--- src/design/opl3_mix_pkg.sv ---
// Shared definitions for the FM output mixing stage.
// Widths and counts of operators, channels and banks.
// APB request struct, register-address enum and scan-state enum.
// Slot, resolved mixing configuration and connected-sample structs.
// Slot index helper used by the register file and the datapath.
package opl3_mix_pkg;

    localparam int OP_OUT_WIDTH = 13;
    localparam int NUM_BANKS = 2;
    localparam int NUM_CHANNELS = 9;
    localparam int NUM_OPS = 18;
    localparam int NUM_4OP = 3;
    localparam int CONN_WIDTH = OP_OUT_WIDTH + 2;
    localparam int NUM_SLOTS = NUM_BANKS * NUM_CHANNELS;
    localparam int SLOT_IDX_WIDTH = $clog2(NUM_SLOTS);

    typedef logic signed [OP_OUT_WIDTH-1:0] op_sample_t;
    typedef op_sample_t [NUM_OPS-1:0] op_bank_t;

    typedef struct packed {
        logic       psel;
        logic       penable;
        logic       pwrite;
        logic [8:0] paddr;
        logic [7:0] pwdata;
    } apb_req_t;

    // Bit 8 of the address selects the bank.
    typedef enum logic [8:0] {
        REG_CHAN_BASE   = 9'h0C0,
        REG_CHAN_LAST   = 9'h0C8,
        REG_FOUR_OP_SEL = 9'h104,
        REG_NEW_MODE    = 9'h105
    } reg_addr_e;

    typedef struct packed {
        logic       bank;
        logic [3:0] channel;
    } slot_t;

    // All enables are indexed by slot, bank 0 in the low bits.
    typedef struct packed {
        logic [NUM_BANKS*NUM_4OP-1:0] four_op;
        logic [NUM_SLOTS-1:0]         conn;
        logic [NUM_SLOTS-1:0]         pan_l;
        logic [NUM_SLOTS-1:0]         pan_r;
    } mix_cfg_t;

    typedef struct packed {
        logic                         valid;
        slot_t                        slot;
        logic signed [CONN_WIDTH-1:0] value;
    } conn_sample_t;

    typedef enum logic [1:0] {
        IDLE,
        SCAN,
        DRAIN,
        LATCH
    } scan_state_e;

    function automatic logic [SLOT_IDX_WIDTH-1:0] slot_index(slot_t s);
        logic [SLOT_IDX_WIDTH-1:0] chan;
        chan = SLOT_IDX_WIDTH'(s.channel);
        return s.bank ? chan + SLOT_IDX_WIDTH'(NUM_CHANNELS) : chan;
    endfunction

endpackage

--- src/design/mix_reg_file.sv ---
// APB slave for the mixing registers.
// Four-operator select, new-mode bit and per-channel pan and connection bits.
// Zero-wait-state readback and slave error on unmapped addresses.
// Resolves the new-mode rules into the mixing configuration.
`timescale 1ns/1ps

module mix_reg_file
    import opl3_mix_pkg::*;
(
    input  logic     clk,
    input  logic     rst_n,
    input  apb_req_t apb,
    output logic [7:0] prdata,
    output logic     pslverr,
    output mix_cfg_t cfg
);
    localparam logic [7:0] CHAN_LO = 8'(REG_CHAN_BASE);
    localparam logic [7:0] CHAN_HI = 8'(REG_CHAN_LAST);

    logic [NUM_BANKS*NUM_4OP-1:0] four_op_sel;
    logic                         new_mode;
    logic [NUM_SLOTS-1:0]         conn_raw;
    logic [NUM_SLOTS-1:0]         pan_l_raw;
    logic [NUM_SLOTS-1:0]         pan_r_raw;

    logic access;
    logic hit_four_op;
    logic hit_new_mode;
    logic hit_chan;
    slot_t chan_slot;
    logic [SLOT_IDX_WIDTH-1:0] chan_idx;
    logic [7:0] rdata_sel;

    assign access = apb.psel && apb.penable;

    assign hit_four_op = apb.paddr == REG_FOUR_OP_SEL;
    assign hit_new_mode = apb.paddr == REG_NEW_MODE;
    // Channel registers are mirrored in both banks.
    assign hit_chan = apb.paddr[7:0] >= CHAN_LO && apb.paddr[7:0] <= CHAN_HI;

    assign chan_slot = '{bank: apb.paddr[8], channel: apb.paddr[3:0]};
    assign chan_idx = slot_index(chan_slot);

    always_ff @(posedge clk or negedge rst_n) begin
        if (!rst_n) begin
            four_op_sel <= '0;
            new_mode <= 1'b0;
            conn_raw <= '0;
            pan_l_raw <= '0;
            pan_r_raw <= '0;
        end else if (access && apb.pwrite) begin
            if (hit_four_op)
                four_op_sel <= apb.pwdata[NUM_BANKS*NUM_4OP-1:0];
            if (hit_new_mode)
                new_mode <= apb.pwdata[0];
            if (hit_chan) begin
                conn_raw[chan_idx] <= apb.pwdata[0];
                pan_l_raw[chan_idx] <= apb.pwdata[4];
                pan_r_raw[chan_idx] <= apb.pwdata[5];
            end
        end
    end

    always_comb begin
        rdata_sel = '0;
        if (hit_four_op)
            rdata_sel = 8'(four_op_sel);
        else if (hit_new_mode)
            rdata_sel = {7'b0, new_mode};
        else if (hit_chan)
            rdata_sel = {2'b00, pan_r_raw[chan_idx], pan_l_raw[chan_idx], 3'b000,
                         conn_raw[chan_idx]};
    end

    assign prdata = (access && !apb.pwrite) ? rdata_sel : '0;
    assign pslverr = access && !(hit_four_op || hit_new_mode || hit_chan);

    // Four-operator pairing exists only in new mode.
    assign cfg.four_op = four_op_sel & {(NUM_BANKS*NUM_4OP){new_mode}};
    assign cfg.conn = conn_raw;
    // Old mode plays bank 0 on both sides regardless of pan.
    assign cfg.pan_l = pan_l_raw | {{NUM_CHANNELS{1'b0}}, {NUM_CHANNELS{!new_mode}}};
    assign cfg.pan_r = pan_r_raw | {{NUM_CHANNELS{1'b0}}, {NUM_CHANNELS{!new_mode}}};

endmodule

--- src/design/mix_scan_fsm.sv ---
// Sample scan FSM.
// Issues the accumulator clear, the slot scan enable and the output latch.
`timescale 1ns/1ps

module mix_scan_fsm
    import opl3_mix_pkg::*;
(
    input  logic clk,
    input  logic rst_n,
    input  logic sample_start,
    input  logic last_slot,
    output logic scan_en,
    output logic clear,
    output logic latch,
    output logic sample_valid
);
    scan_state_e state;
    scan_state_e next_state;

    always_ff @(posedge clk or negedge rst_n) begin
        if (!rst_n)
            state <= IDLE;
        else
            state <= next_state;
    end

    always_comb begin
        next_state = state;
        unique case (state)
            IDLE:  if (sample_start) next_state = SCAN;
            SCAN:  if (last_slot) next_state = DRAIN;
            DRAIN: next_state = LATCH;
            LATCH: next_state = IDLE;
        endcase
    end

    // A start during a scan is dropped.
    assign clear = state == IDLE && sample_start;
    assign scan_en = state == SCAN;
    assign latch = state == LATCH;

    always_ff @(posedge clk or negedge rst_n) begin
        if (!rst_n)
            sample_valid <= 1'b0;
        else
            sample_valid <= latch;
    end

endmodule

--- src/design/mix_slot_counter.sv ---
// Slot counter for the sample scan.
// Walks channels 0 to 8 of bank 0 and then of bank 1.
`timescale 1ns/1ps

module mix_slot_counter
    import opl3_mix_pkg::*;
(
    input  logic  clk,
    input  logic  rst_n,
    input  logic  scan_en,
    output slot_t slot,
    output logic  last_slot
);
    localparam logic [3:0] LAST_CHAN = 4'(NUM_CHANNELS - 1);

    assign last_slot = slot.bank && slot.channel == LAST_CHAN;

    always_ff @(posedge clk or negedge rst_n) begin
        if (!rst_n) begin
            slot <= '0;
        end else if (!scan_en || last_slot) begin
            slot <= '0;
        end else if (slot.channel == LAST_CHAN) begin
            slot.bank <= 1'b1;
            slot.channel <= '0;
        end else begin
            slot.channel <= slot.channel + 4'd1;
        end
    end

endmodule

--- src/design/op_connect.sv ---
// Operator connection network.
// Two-operator sum or serial output per channel, four-operator algorithms
// for the first three channels of each bank, one registered value per slot.
`timescale 1ns/1ps

module op_connect
    import opl3_mix_pkg::*;
(
    input  logic                    clk,
    input  logic                    rst_n,
    input  logic                    scan_en,
    input  slot_t                   slot,
    input  op_bank_t [NUM_BANKS-1:0] op_out,
    input  mix_cfg_t                cfg,
    output conn_sample_t            conn
);
    op_bank_t ops;
    logic [3:0] ch;
    logic [SLOT_IDX_WIDTH-1:0] idx;
    logic [4:0] pair_lo;
    logic [4:0] k;
    logic four_sel;
    op_sample_t op_lo;
    op_sample_t op_hi;
    op_sample_t op_k0;
    op_sample_t op_k3;
    op_sample_t op_k6;
    op_sample_t op_k9;
    logic signed [CONN_WIDTH-1:0] two_op_val;
    logic signed [CONN_WIDTH-1:0] four_op_val;

    always_comb begin
        ops = op_out[slot.bank];
        ch = slot.channel;
        idx = slot_index(slot);

        // Each group of three channels skips the next group's operators.
        if (ch < 4'd3)
            pair_lo = 5'(ch);
        else if (ch < 4'd6)
            pair_lo = 5'(ch) + 5'd3;
        else
            pair_lo = 5'(ch) + 5'd6;
        op_lo = ops[pair_lo];
        op_hi = ops[pair_lo + 5'd3];
        two_op_val = cfg.conn[idx] ? op_lo + op_hi : op_hi;

        k = 5'(ch[1:0]);
        op_k0 = ops[k];
        op_k3 = ops[k + 5'd3];
        op_k6 = ops[k + 5'd6];
        op_k9 = ops[k + 5'd9];

        four_sel = 1'b0;
        four_op_val = op_k9;
        if (ch < 4'(NUM_4OP)) begin
            four_sel = cfg.four_op[slot.bank ? 3'(ch) + 3'(NUM_4OP) : 3'(ch)];
            // Connection bits of channels k and k+3 pick the algorithm.
            unique case ({cfg.conn[idx], cfg.conn[idx + SLOT_IDX_WIDTH'(3)]})
                2'b00: four_op_val = op_k9;
                2'b01: four_op_val = op_k3 + op_k9;
                2'b10: four_op_val = op_k0 + op_k9;
                2'b11: four_op_val = op_k0 + op_k6 + op_k9;
            endcase
        end
    end

    always_ff @(posedge clk or negedge rst_n) begin
        if (!rst_n) begin
            conn <= '0;
        end else begin
            conn.valid <= scan_en;
            conn.slot <= slot;
            conn.value <= four_sel ? four_op_val : two_op_val;
        end
    end

endmodule

--- src/design/opl3_mixer_top.sv ---
// Top level of the FM output mixing stage.
// APB register file, scan FSM and slot counter, connection network,
// and left and right pan accumulators.
`timescale 1ns/1ps

module opl3_mixer_top
    import opl3_mix_pkg::*;
#(
    parameter int SAMPLE_WIDTH = 16
) (
    input  logic                           clk,
    input  logic                           rst_n,
    input  apb_req_t                       apb,
    input  logic                           sample_start,
    input  op_bank_t [NUM_BANKS-1:0]       op_out,
    output logic [7:0]                     prdata,
    output logic                           pslverr,
    output logic                           sample_valid,
    output logic signed [SAMPLE_WIDTH-1:0] left,
    output logic signed [SAMPLE_WIDTH-1:0] right
);
    mix_cfg_t cfg;
    slot_t slot;
    conn_sample_t conn;
    logic last_slot;
    logic scan_en;
    logic clear;
    logic latch;

    mix_reg_file u_reg_file (
        .clk     (clk),
        .rst_n   (rst_n),
        .apb     (apb),
        .prdata  (prdata),
        .pslverr (pslverr),
        .cfg     (cfg)
    );

    mix_scan_fsm u_scan_fsm (
        .clk          (clk),
        .rst_n        (rst_n),
        .sample_start (sample_start),
        .last_slot    (last_slot),
        .scan_en      (scan_en),
        .clear        (clear),
        .latch        (latch),
        .sample_valid (sample_valid)
    );

    mix_slot_counter u_slot_counter (
        .clk       (clk),
        .rst_n     (rst_n),
        .scan_en   (scan_en),
        .slot      (slot),
        .last_slot (last_slot)
    );

    op_connect u_op_connect (
        .clk     (clk),
        .rst_n   (rst_n),
        .scan_en (scan_en),
        .slot    (slot),
        .op_out  (op_out),
        .cfg     (cfg),
        .conn    (conn)
    );

    pan_accumulator #(
        .SAMPLE_WIDTH (SAMPLE_WIDTH)
    ) u_left (
        .clk    (clk),
        .rst_n  (rst_n),
        .clear  (clear),
        .latch  (latch),
        .conn   (conn),
        .pan    (cfg.pan_l),
        .sample (left)
    );

    pan_accumulator #(
        .SAMPLE_WIDTH (SAMPLE_WIDTH)
    ) u_right (
        .clk    (clk),
        .rst_n  (rst_n),
        .clear  (clear),
        .latch  (latch),
        .conn   (conn),
        .pan    (cfg.pan_r),
        .sample (right)
    );

endmodule

--- src/design/pan_accumulator.sv ---
// One output side of the mixer.
// Pan gating of each connected channel value, running sum over the scan,
// saturation to the signed sample width on latch.
`timescale 1ns/1ps

module pan_accumulator
    import opl3_mix_pkg::*;
#(
    parameter int SAMPLE_WIDTH = 16
) (
    input  logic                           clk,
    input  logic                           rst_n,
    input  logic                           clear,
    input  logic                           latch,
    input  conn_sample_t                   conn,
    input  logic [NUM_SLOTS-1:0]           pan,
    output logic signed [SAMPLE_WIDTH-1:0] sample
);
    // Enough headroom for eighteen full-scale channels.
    localparam int SUM_WIDTH = CONN_WIDTH + SLOT_IDX_WIDTH;
    localparam int ACC_WIDTH = SUM_WIDTH > SAMPLE_WIDTH ? SUM_WIDTH : SAMPLE_WIDTH + 1;

    localparam logic signed [ACC_WIDTH-1:0] SAT_MAX =
        {{(ACC_WIDTH-SAMPLE_WIDTH+1){1'b0}}, {(SAMPLE_WIDTH-1){1'b1}}};
    localparam logic signed [ACC_WIDTH-1:0] SAT_MIN =
        {{(ACC_WIDTH-SAMPLE_WIDTH+1){1'b1}}, {(SAMPLE_WIDTH-1){1'b0}}};

    logic signed [ACC_WIDTH-1:0] sum;
    logic signed [ACC_WIDTH-1:0] addend;

    always_comb begin
        if (pan[slot_index(conn.slot)])
            addend = conn.value;
        else
            addend = '0;
    end

    always_ff @(posedge clk or negedge rst_n) begin
        if (!rst_n)
            sum <= '0;
        else if (clear)
            sum <= '0;
        else if (conn.valid)
            sum <= sum + addend;
    end

    always_ff @(posedge clk or negedge rst_n) begin
        if (!rst_n) begin
            sample <= '0;
        end else if (latch) begin
            if (sum > SAT_MAX)
                sample <= SAT_MAX[SAMPLE_WIDTH-1:0];
            else if (sum < SAT_MIN)
                sample <= SAT_MIN[SAMPLE_WIDTH-1:0];
            else
                sample <= sum[SAMPLE_WIDTH-1:0];
        end
    end

endmodule

--- config.mk ---
export PLATFORM = sky130hd
export DESIGN_NAME = opl3_mixer_top
export DESIGN_NICKNAME = d
export VERILOG_FILES = /design/src/design/opl3_mix_pkg.sv /design/src/design/mix_reg_file.sv /design/src/design/mix_scan_fsm.sv /design/src/design/mix_slot_counter.sv /design/src/design/op_connect.sv /design/src/design/opl3_mixer_top.sv /design/src/design/pan_accumulator.sv
export SDC_FILE = /design/constraint.sdc
export NUM_CORES = 1
export LEC_CHECK = 0
export BUFFER_PORTS_ARGS = -buffer_cell sky130_fd_sc_hd__buf_2
export CELL_PAD_IN_SITES_DETAIL_PLACEMENT = 0
export CELL_PAD_IN_SITES_GLOBAL_PLACEMENT = 2
export CORE_MARGIN = 2
export CORE_UTILIZATION = 25
export CTS_CLUSTER_DIAMETER = 80
export CTS_CLUSTER_SIZE = 8
export DETAILED_ROUTE_END_ITERATION = 12
export PLACE_DENSITY = 0.71
export SETUP_SLACK_MARGIN = 0.5
export SYNTH_ARGS = -nofsm -noshare
export SYNTH_HDL_FRONTEND = slang
export SYNTH_SLANG_ARGS = --single-unit
--- constraint.sdc ---
create_clock -name clk -period 15.3 [get_ports clk]
set_input_delay 4.59 -clock clk [delete_from_list [all_inputs] [get_ports clk]]
set_output_delay 4.59 -clock clk [all_outputs]
set_load 0.03 [all_outputs]
==> results.md, run 1 <==
- For this run, the detailed router's first-pass iteration total came to 5.
- Among all flip-flop cells after synthesis, the most frequent one is dfrtp_1.
- The number of hold buffers added after CTS was 0.
- The residual DRC count is 0.
- The clock drives approximately 160 sinks.
- The setup path with the least slack is of type in -> out.
- The number of slew-limit violations in the final report was 0.
- The total overflow left after global routing is 0.
- The number of enable-type register cells in the synthesized netlist is 0.
- At the end of routability-driven placement, the weighted congestion stood at 0.9337.
- For this run, the register share of the synthesized area comes to 0.1644.
- The endpoint identified for the worst register-to-register timing path is u_op_connect.conn[12]$_DFF_PN0_.
- Traced cell by cell, the critical path runs through buf_2, inv_1, ha_1, mux2i_2, buf_4, mux4_2, o22ai_1, nor2_1, a32oi_1, o21ai_0, and2_1, buf_2.
- The CTS tree is built.
- At the later pin of the worst-skew pair, clock insertion delay measures 460 ps.
- The core area is 98130 sq um.
- The deepest level of the CTS H-tree is 4.
- In this run, synthesis produced a sequential element count of ~160.
- The critical path starts at apb[8].
- Setup repair after global routing left no endpoint under its margin.
- The detailed router's first-iteration violation count is about 2000.
- The sum of net half-perimeters after detailed placement is about 96000 um.
- Max-cap violations in this run came to 0.
- The highest achievable clock rate is 88.08 MHz.
- Counting cells, the worst reg-to-reg path comes to 24.
- From synthesis to final layout, the design area changed by 18.36%.
- The clock slew at the register clock pins of the worst setup and hold paths is about 70 ps.
- In the routed layout, each cell is associated on average with a via count of approximately 5.6.
- For this design the static power due to leakage is 11.69 nW.
- For this run, the post-layout net count is 3526.
- Power spread over the standard cell area amounts to 186.3 nW/um^2.
- The number of top-level pins is around 530.
- The die width is around 320 um.
- The global-route total usage across every layer is 0.2272.
- In this run, placement finished with an instance count of roughly 4200.
- Buffers inserted during clock tree synthesis total 17.
- The flow ran to the end, and the final reports show no timing, DRC or antenna violations.
- The worst setup path is captured at an output port.
- The final layout contains routed wiring with a total length of ~120000 um.
- mux4_2 takes more of the synthesized area than any other cell.
- Once the clock tree was built, the setup fixing pass inserted 0 buffers.
- The final period demand of the worst path is between 10000 and 15000 ps.
- The cell with the largest stage delay on the worst path is mux4_2.
- The cell that appears most often on the critical path is buf_2.
- The number of distinct standard cells referenced by the synthesized netlist is between 90 and 100.
- No sink is reached through more buffers than the 2 on the longest clock path.
- The number of warning messages in the yosys log is 0.
- The number of instances resized during post-cts repair is 0.
- The cell at the root of the clock tree is clkbuf_16.
- In the synthesized netlist the async set-or-reset flop fraction comes to 1.000.
- mux4_2 is the most common cell in the netlist.
- The per-instance average area after synthesis is slightly below 10 sq um.
- In this run the critical register-to-register path is launched from u_slot_counter.slot[1]$_DFF_PN0_.
- Counting every instance in the synthesized netlist gives 2505.
- The clock arrives with 13.86 ps of skew.
- The critical path's largest stage delay is approximately 350 ps.
- The detailed-route via count is roughly 24000.
- Measured against its own limit, the worst slew margin works out to 0.1912.
- The count of nets left with antenna violations once routing finished came out at 0.
- The final count of negative-setup-slack endpoints is 0.
- By area the synthesized netlist is led by mux4_2, dfrtp_1, mux2i_1, ha_1, mux2_2.
- Across the VDD grid, the largest voltage drop is approximately 0.089 mV.
- The startpoint identified for the worst hold timing path is u_right.sample[15]$_DFFE_PN0P_.
- The last element of the critical path is prdata[0].
- Ranked by instance count, the synthesized netlist is headed by mux4_2, nand2_1, nor2_1.
- The number of global-route vias before repair is about 23000.
- The number of hold violations in the final report is 0.
- The initial utilization of the core area, before any placement, comes to 0.2513.
- The number of cell rows is 115.
- At the pin with the least slew margin, the transition time is 1204 ps.
- Once layout is complete, the cells apart from fillers number ~4300.
- The area of the mapped netlist is around 25000 sq um.
- The setup total negative slack is 0 ps.
- The initial antenna violation count is ~80.
- In the final layout, the share of cells above drive strength 1 is 0.3670.
- The first global-routing pass estimated 168500 um of wire.
- In the finished design, the share of the clock period the worst path needs comes to 0.7420.
- The die is ~320 um tall.
- Of all nets on the critical path, the largest fanout is 15.
- The required time reported for the critical path endpoint is approximately 11000 ps.
- The setup check on the worst reg-to-reg path leaves a slack of 7260 ps.
- The count of buffers from port buffering is approximately 530.
- The data arrival at the endpoint of the critical path is ~6800 ps.
- The worst setup path is launched from an input pin.
- The top-area cell type share of the netlist area is 0.2923.
- The tightest min-delay check is of the reg -> reg type.
- The die footprint is 101200 sq um.
- The largest net degree at the start of global routing is ~130.
- The routed wire length per instance is approximately 28 um.
[per-stage QoR]
stage / hold WS (ps) / util / power, mW / worst slack [ps] / instance area, sq um
after global routing: 529.1 / 0.2971 / 5.855 / 3637 / 29150
after CTS: 514.8 / 0.2963 / 5.434 / 3916 / 29080
after detailed placement: 499.3 / 0.2899 / 4.942 / 3919 / 28450
final: 509.8 / 0.2974 / 5.436 / 3947 / 29180
after global placement: 496.1 / 0.2899 / 4.932 / 3891 / 28450
after floorplan: 398.5 / - / 3.665 / 3681 / 24660
[state kept, by name (all words and copies together) (netlist names)]
register	count
u_right.sum	20
u_right.sample	16
u_reg_file.conn_raw	18
u_reg_file.pan_r_raw	18
u_left.sample	16
u_reg_file.pan_l_raw	18
u_slot_counter.slot	5
u_reg_file.four_op_sel	6
u_reg_file.new_mode	1
u_scan_fsm.state	2
u_left.sum	20
u_scan_fsm.sample_valid	1
u_op_connect.conn	21
[power breakdown]
group	leakage [nW]	switching, mW	internal, mW
clock network	0.300	0.196	0.269
registers	2.11	0.0985	0.554
logic	9.28	2.57	1.74
[final cells by class]
type / count / area [sq um]
antenna: 42 / 105.1
multi-input combinational: 2064 / 19400
tap: 1287 / 1610
sequential: 162 / 4063
clock inverter: 12 / 168.9
fill: 10550 / 68950
clock buffer: 20 / 456.7
timing repair buffer: 578 / 3049
inverter: 88 / 330.3
[worst max-delay path: cells and delay by family]
kind	cells	cell delay, ps
mux	2	490
compound gates	3	440
fa+ha+maj	1	300
simple gates	2	250
buf+inv	4	680
[logic make-up after synthesis]
logic type / after synthesis / synth area share
xor+xnor: 90 / 0.03420
compound gates: 572 / 0.1561
buf+inv: 280 / 0.05201
mux: 556 / 0.3932
simple gates: 720 / 0.1312
other cells: 1 / 0.0001521
flops: 162 / 0.1644
fa+ha+maj: 124 / 0.06871
[per-layer routing]
| metal | wire (um) | vias up | track usage |
|---|---|---|---|
| met2 | 56650 | 1118 | 0.3721 |
| met5 | 220 | - | 0 |
| met4 | 6222 | 34 | 0.1209 |
| met1 | 46690 | 11980 | 0.2843 |
| li1 | - | 10630 | - |
| met3 | 8675 | 209 | 0.04171 |
[placed cells by master, fill, tap and decap left out, types with 25 or more instances in the layout]
cell | Yosys | layout
and3_1 | 31 | 31
a21oi_1 | 124 | 123
ha_1 | 105 | 102
xnor2_1 | 62 | 61
a211oi_1 | 47 | 47
diode_2 | 0 | 42
mux2i_1 | 138 | 137
nor2_1 | 204 | 203
buf_2 | 59 | 527
nor3_1 | 43 | 42
mux4_2 | 320 | 320
mux2_2 | 96 | 96
o21ai_0 | 86 | 85
nand3_1 | 47 | 47
o22ai_1 | 56 | 56
dfrtp_1 | 162 | 159
buf_4 | 38 | 48
inv_1 | 84 | 84
nand2_1 | 273 | 272
nand2b_1 | 25 | 25
[worst min path at each step]
stage / to / slack [ps] / depth (start not counted)
floorplan: u_op_connect.conn[16]$_DFF_PN0_ / 400 / 0
global placement: u_right.sample[15]$_DFFE_PN0P_ / 500 / 1
detailed placement: u_left.sample[15]$_DFFE_PN0P_ / 500 / 1
CTS: u_left.sample[15]$_DFFE_PN0P_ / 510 / 1
global route: u_left.sample[15]$_DFFE_PN0P_ / 530 / 1
finish: u_right.sample[15]$_DFFE_PN0P_ / 510 / 1
Note: power is estimated with default switching activity, not from simulation.
==> run 2: changes to the inputs <==
--- a/config.mk
+++ b/config.mk
@@ -13,7 +13,7 @@
 export CTS_CLUSTER_DIAMETER = 80
 export CTS_CLUSTER_SIZE = 8
 export DETAILED_ROUTE_END_ITERATION = 12
-export PLACE_DENSITY = 0.71
+export PLACE_DENSITY = 0.74
 export SETUP_SLACK_MARGIN = 0.5
 export SYNTH_ARGS = -nofsm -noshare
 export SYNTH_HDL_FRONTEND = slang
==> constraint.sdc (replaced) <==
create_clock -name clk -period 9.69 [get_ports clk]
set_input_delay 2.907 -clock clk [delete_from_list [all_inputs] [get_ports clk]]
set_output_delay 2.907 -clock clk [all_outputs]
set_load 0.03 [all_outputs]
==> results.md, run 2 (synthesized netlist as in run 1, its figures left out) <==
- The run finished with clean final reports.
- The power per unit of standard cell area is 293.5 nW/um^2 (+58%).
- The share of final-layout standard cells stronger than drive strength 1 is 0.3651 (-0.001895).
- The initial antenna violation count is 89 (+14%).
- The via-per-instance ratio is 5.657 (+0.36%).
- The leakage dissipation came to 11.69 nW (about the same).
- The deepest level of the CTS H-tree is 4 (unchanged).
- The switching share of power is 0.5239 (-0.003829).
- The global-route total usage across every layer came to 0.2284 (+0.001229).
- The detailed router's first-iteration violation count is 2072 (+1.0%).
- The final period demand of the worst path is approximately 8000 ps.
- The wire length of the first global-routing pass is 169500 um (+0.61%).
- The final count of negative-setup-slack endpoints is 0 (unchanged).
- Setup repair after global routing left no endpoint under its margin.
- The worst hold path begins at u_right.sample[15]$_DFFE_PN0P_.
- The cell with the largest stage delay on the worst path is a21boi_0.
- The post-placement setup slack is 1681 ps (-2238 ps).
- The least setup slack across all paths after layout is 1689 ps (-2258 ps).
- The most frequent cell on the critical path is o21ai_0.
- The starting density of the core came to 0.2513 (unchanged).
- The maximum fanout encountered on the critical timing path was 7 (-8).
- The final clock skew is 14.03 ps (+0.1757 ps).
- The cell depth of the worst flop-to-flop path is 22 (-8.3%).
- The detailed-route via count is 24120 (+0.62%).
- The worst register-to-register path begins at u_slot_counter.slot[1]$_DFF_PN0_.
- The sum of buffers and inverters on the critical path came to 2 (-2).
- The commonest non-fill, non-tap cell in the layout is buf_2.
- The logic depth of the worst path, buffers included is 11 (-1).
- The setup total negative slack is 0 ps (unchanged).
- The maximum vdd ir drop is 0.1518 mV (+71%).
- The count of hold buffers inserted by post-cts repair is 0 (unchanged).
- The number of slew-limit violations in the final report is 0 (unchanged).
- The total net switching power is 4.493 mW (+57%).
- The routed wire length per instance was 28.03 um (+0.63%).
- The classification of the worst-slack hold path is reg -> reg.
- The category of cells accounting for the largest share of critical-path delay is compound AO/OA/AOI/OAI gates.
- The sum of net half-perimeters after detailed placement is 96920 um (+1.3%).
- The data arrival at the endpoint of the critical path is 5090 ps (-1670 ps).
- The final cell utilization of the core was 0.2978 (+0.0003830).
- The sequential power share is 0.122 (+0.002).
- The die footprint was 101200 sq um (unchanged).
- The highest achievable clock rate is between 100 and 150 MHz.
- The internal power of the cells is 4.084 mW (+59%).
- The required time reported for the critical path endpoint was 6780 ps (-3930 ps).
- The register-to-register path setup slack was 2280 ps (-4980 ps).
- The count of buffers from port buffering is 528 (unchanged).
- The cell at the root of the clock tree is clkbuf_16.
- The routability congestion estimate from global placement is 0.9618 (+3.0%).
- The number of buffers added for setup after CTS came to 0 (unchanged).
- The startpoint type of the worst setup path is an input pin.
- The clock power share was 0.088 (+0.002).
- The signal on the critical path passes through buf_2, ha_1, nand2_1, or3_1, a21boi_0, o21ai_0, o21ai_0, a32oi_1, o21ai_0, and2_1, buf_2.
- The filler cell count in the final layout was 10590 (+0.38%).
- The total of max-cap violations is 0 (unchanged).
- The number of global-route vias before repair is 23510 (+1.1%).
- The critical path start-end classification is in -> out.
- The worst hold path cell count is 1 (unchanged).
- The die height is 318.0 um (unchanged).
- The residual DRC count was 0 (unchanged).
- The end of the worst register-to-register path is u_op_connect.conn[12]$_DFF_PN0_.
- The worst slew slack as a fraction of its limit was 0.1920 (+0.0008320).
- The largest net degree at the start of global routing is 135 (+8.0%).
- The area growth from synthesis to layout is 18.51%.
- The length of the first detailed-routing pass in iterations is 6 (+1).
- The number of top-level pins is 533 (unchanged).
- The total overflow reported by the global router is 0 (unchanged).
- The clock slew at the register clock pins of the worst setup and hold paths was 60 ps (about the same).
- The die width was 318.0 um (unchanged).
- The post-route clock period utilization is 0.8257.
- The number of cell rows was 115 (unchanged).
- The slew of the pin with the lowest slew margin is 1204 ps (-0.1424 ps).
- The post-detailed-routing wire length is 119500 um (+0.89%).
- The worst hold-check slack is 513.3 ps (+3.552 ps).
- In the final layout, the registers with the most flip-flops are u_op_connect.conn x21, u_left.sum x20, u_right.sum x20.
- The remaining number of nets flagged by the antenna check after routing is 0 (unchanged).
- The number of hold violations in the final report is 0 (unchanged).
- The flip-flop count of the largest register after layout came to 21 (unchanged).
- The startpoint of the most critical setup path is apb[8].
- The number of CTS-inserted buffers is 17 (unchanged).
- The clock latency reported for the late side of the worst-skew pair is 450 ps (about the same).
- The critical path's largest stage delay is 340 ps (about the same).
- The fraction of power consumed by combinational cells was 0.791 (-0.003).
- The critical path endpoint category is an output port.
- The hold-critical path endpoint is u_right.sample[15]$_DFFE_PN0P_.
- TritonCTS built the clock tree.
- The number of instances resized during post-cts repair is 0 (unchanged).
- The final net count came to 3524 (-0.057%).
- The maximum clock insertion buffer count was 2 (unchanged).
- In the layout the commonest cells are buf_2, mux4_2, nand2_1, nor2_1, dfrtp_1.
- The clock sink total is 162 (unchanged).
- More flip-flops sit in one register than any other, and that register is u_op_connect.conn.
- The core area was 98130 sq um (unchanged).
==> run 2: cell types whose count changed in the layout (fill, tap and decap cells not counted), moves of 2 or more <==
cell	delta
buf_4	-3
bufinv_16	+2
clkbuf_8	-2
diode_2	+15
==> run 2: power groups by stage <==
stage / Clock, mW / Combinational (mW) / Sequential (mW)
3_3_place_gp: 0 / 6.69 / 1.06
3_5_place_dp: 0 / 6.70 / 1.06
4_1_cts: 0.778 / 6.73 / 1.04
6_report: 0.753 / 6.78 / 1.04
2_1_floorplan: 0 / 4.68 / 1.11
5_1_grt: 0.805 / 7.36 / 1.07
==> run 2: worst max path at each step <==
stage / endpoint / slack, ps
detailed placement: prdata[0] / 1680
floorplan: prdata[5] / 1440
global placement: prdata[0] / 1660
finish: prdata[0] / 1690
CTS: prdata[0] / 1680
global route: prdata[0] / 1490
==> run 2: area by class of cell <==
class,instances,area [sq um],share of cell area
diodes,57,142.6,0.004881
repair buffers,576,3047,0.1043
multi-input cells,2064,19390,0.6637
clock buffers,19,432.9,0.01482
clock inverters,11,201.4,0.006894
well taps,1287,1610,0.05511
inverters,88,330.3,0.01130
flip-flops and latches,162,4063,0.1390
==> run 2: layer usage <==
metal,vias to the layer above,part of all wire,track usage,routed length [um]
met1,12010,0.39,0.2795,46670
met4,28,0.060,0.1225,7211
li1,10650,-,-,-
met3,272,0.076,0.04509,9066
met2,1155,0.47,0.3789,56370
met5,-,0.0016,0,191
==> run 2: stage by stage <==
| stage | cell area (sq um) | cells | power [mW] |
|---|---|---|---|
| floorplan | 24660 | 2506 | 5.787 |
| global placement | 28440 | 4177 | 7.741 |
| detailed placement | 28440 | 4177 | 7.754 |
| CTS | 29080 | 4207 | 8.552 |
| global route | 29150 | 4236 | 9.238 |
| finish | 29220 | 4264 | 8.577 |
==> run 2: worst register-to-register path, delay by kind of cell, from the launching register on <==
family                     cells  cell delay [ps]
AOI/OAI and AO/OA             11             2650
and+or+nand+nor                5             1720
adders and majority gates      3             1360
buffers and inverters          2              740
DFF                            1              680
xor gates and xnor gates       1               80
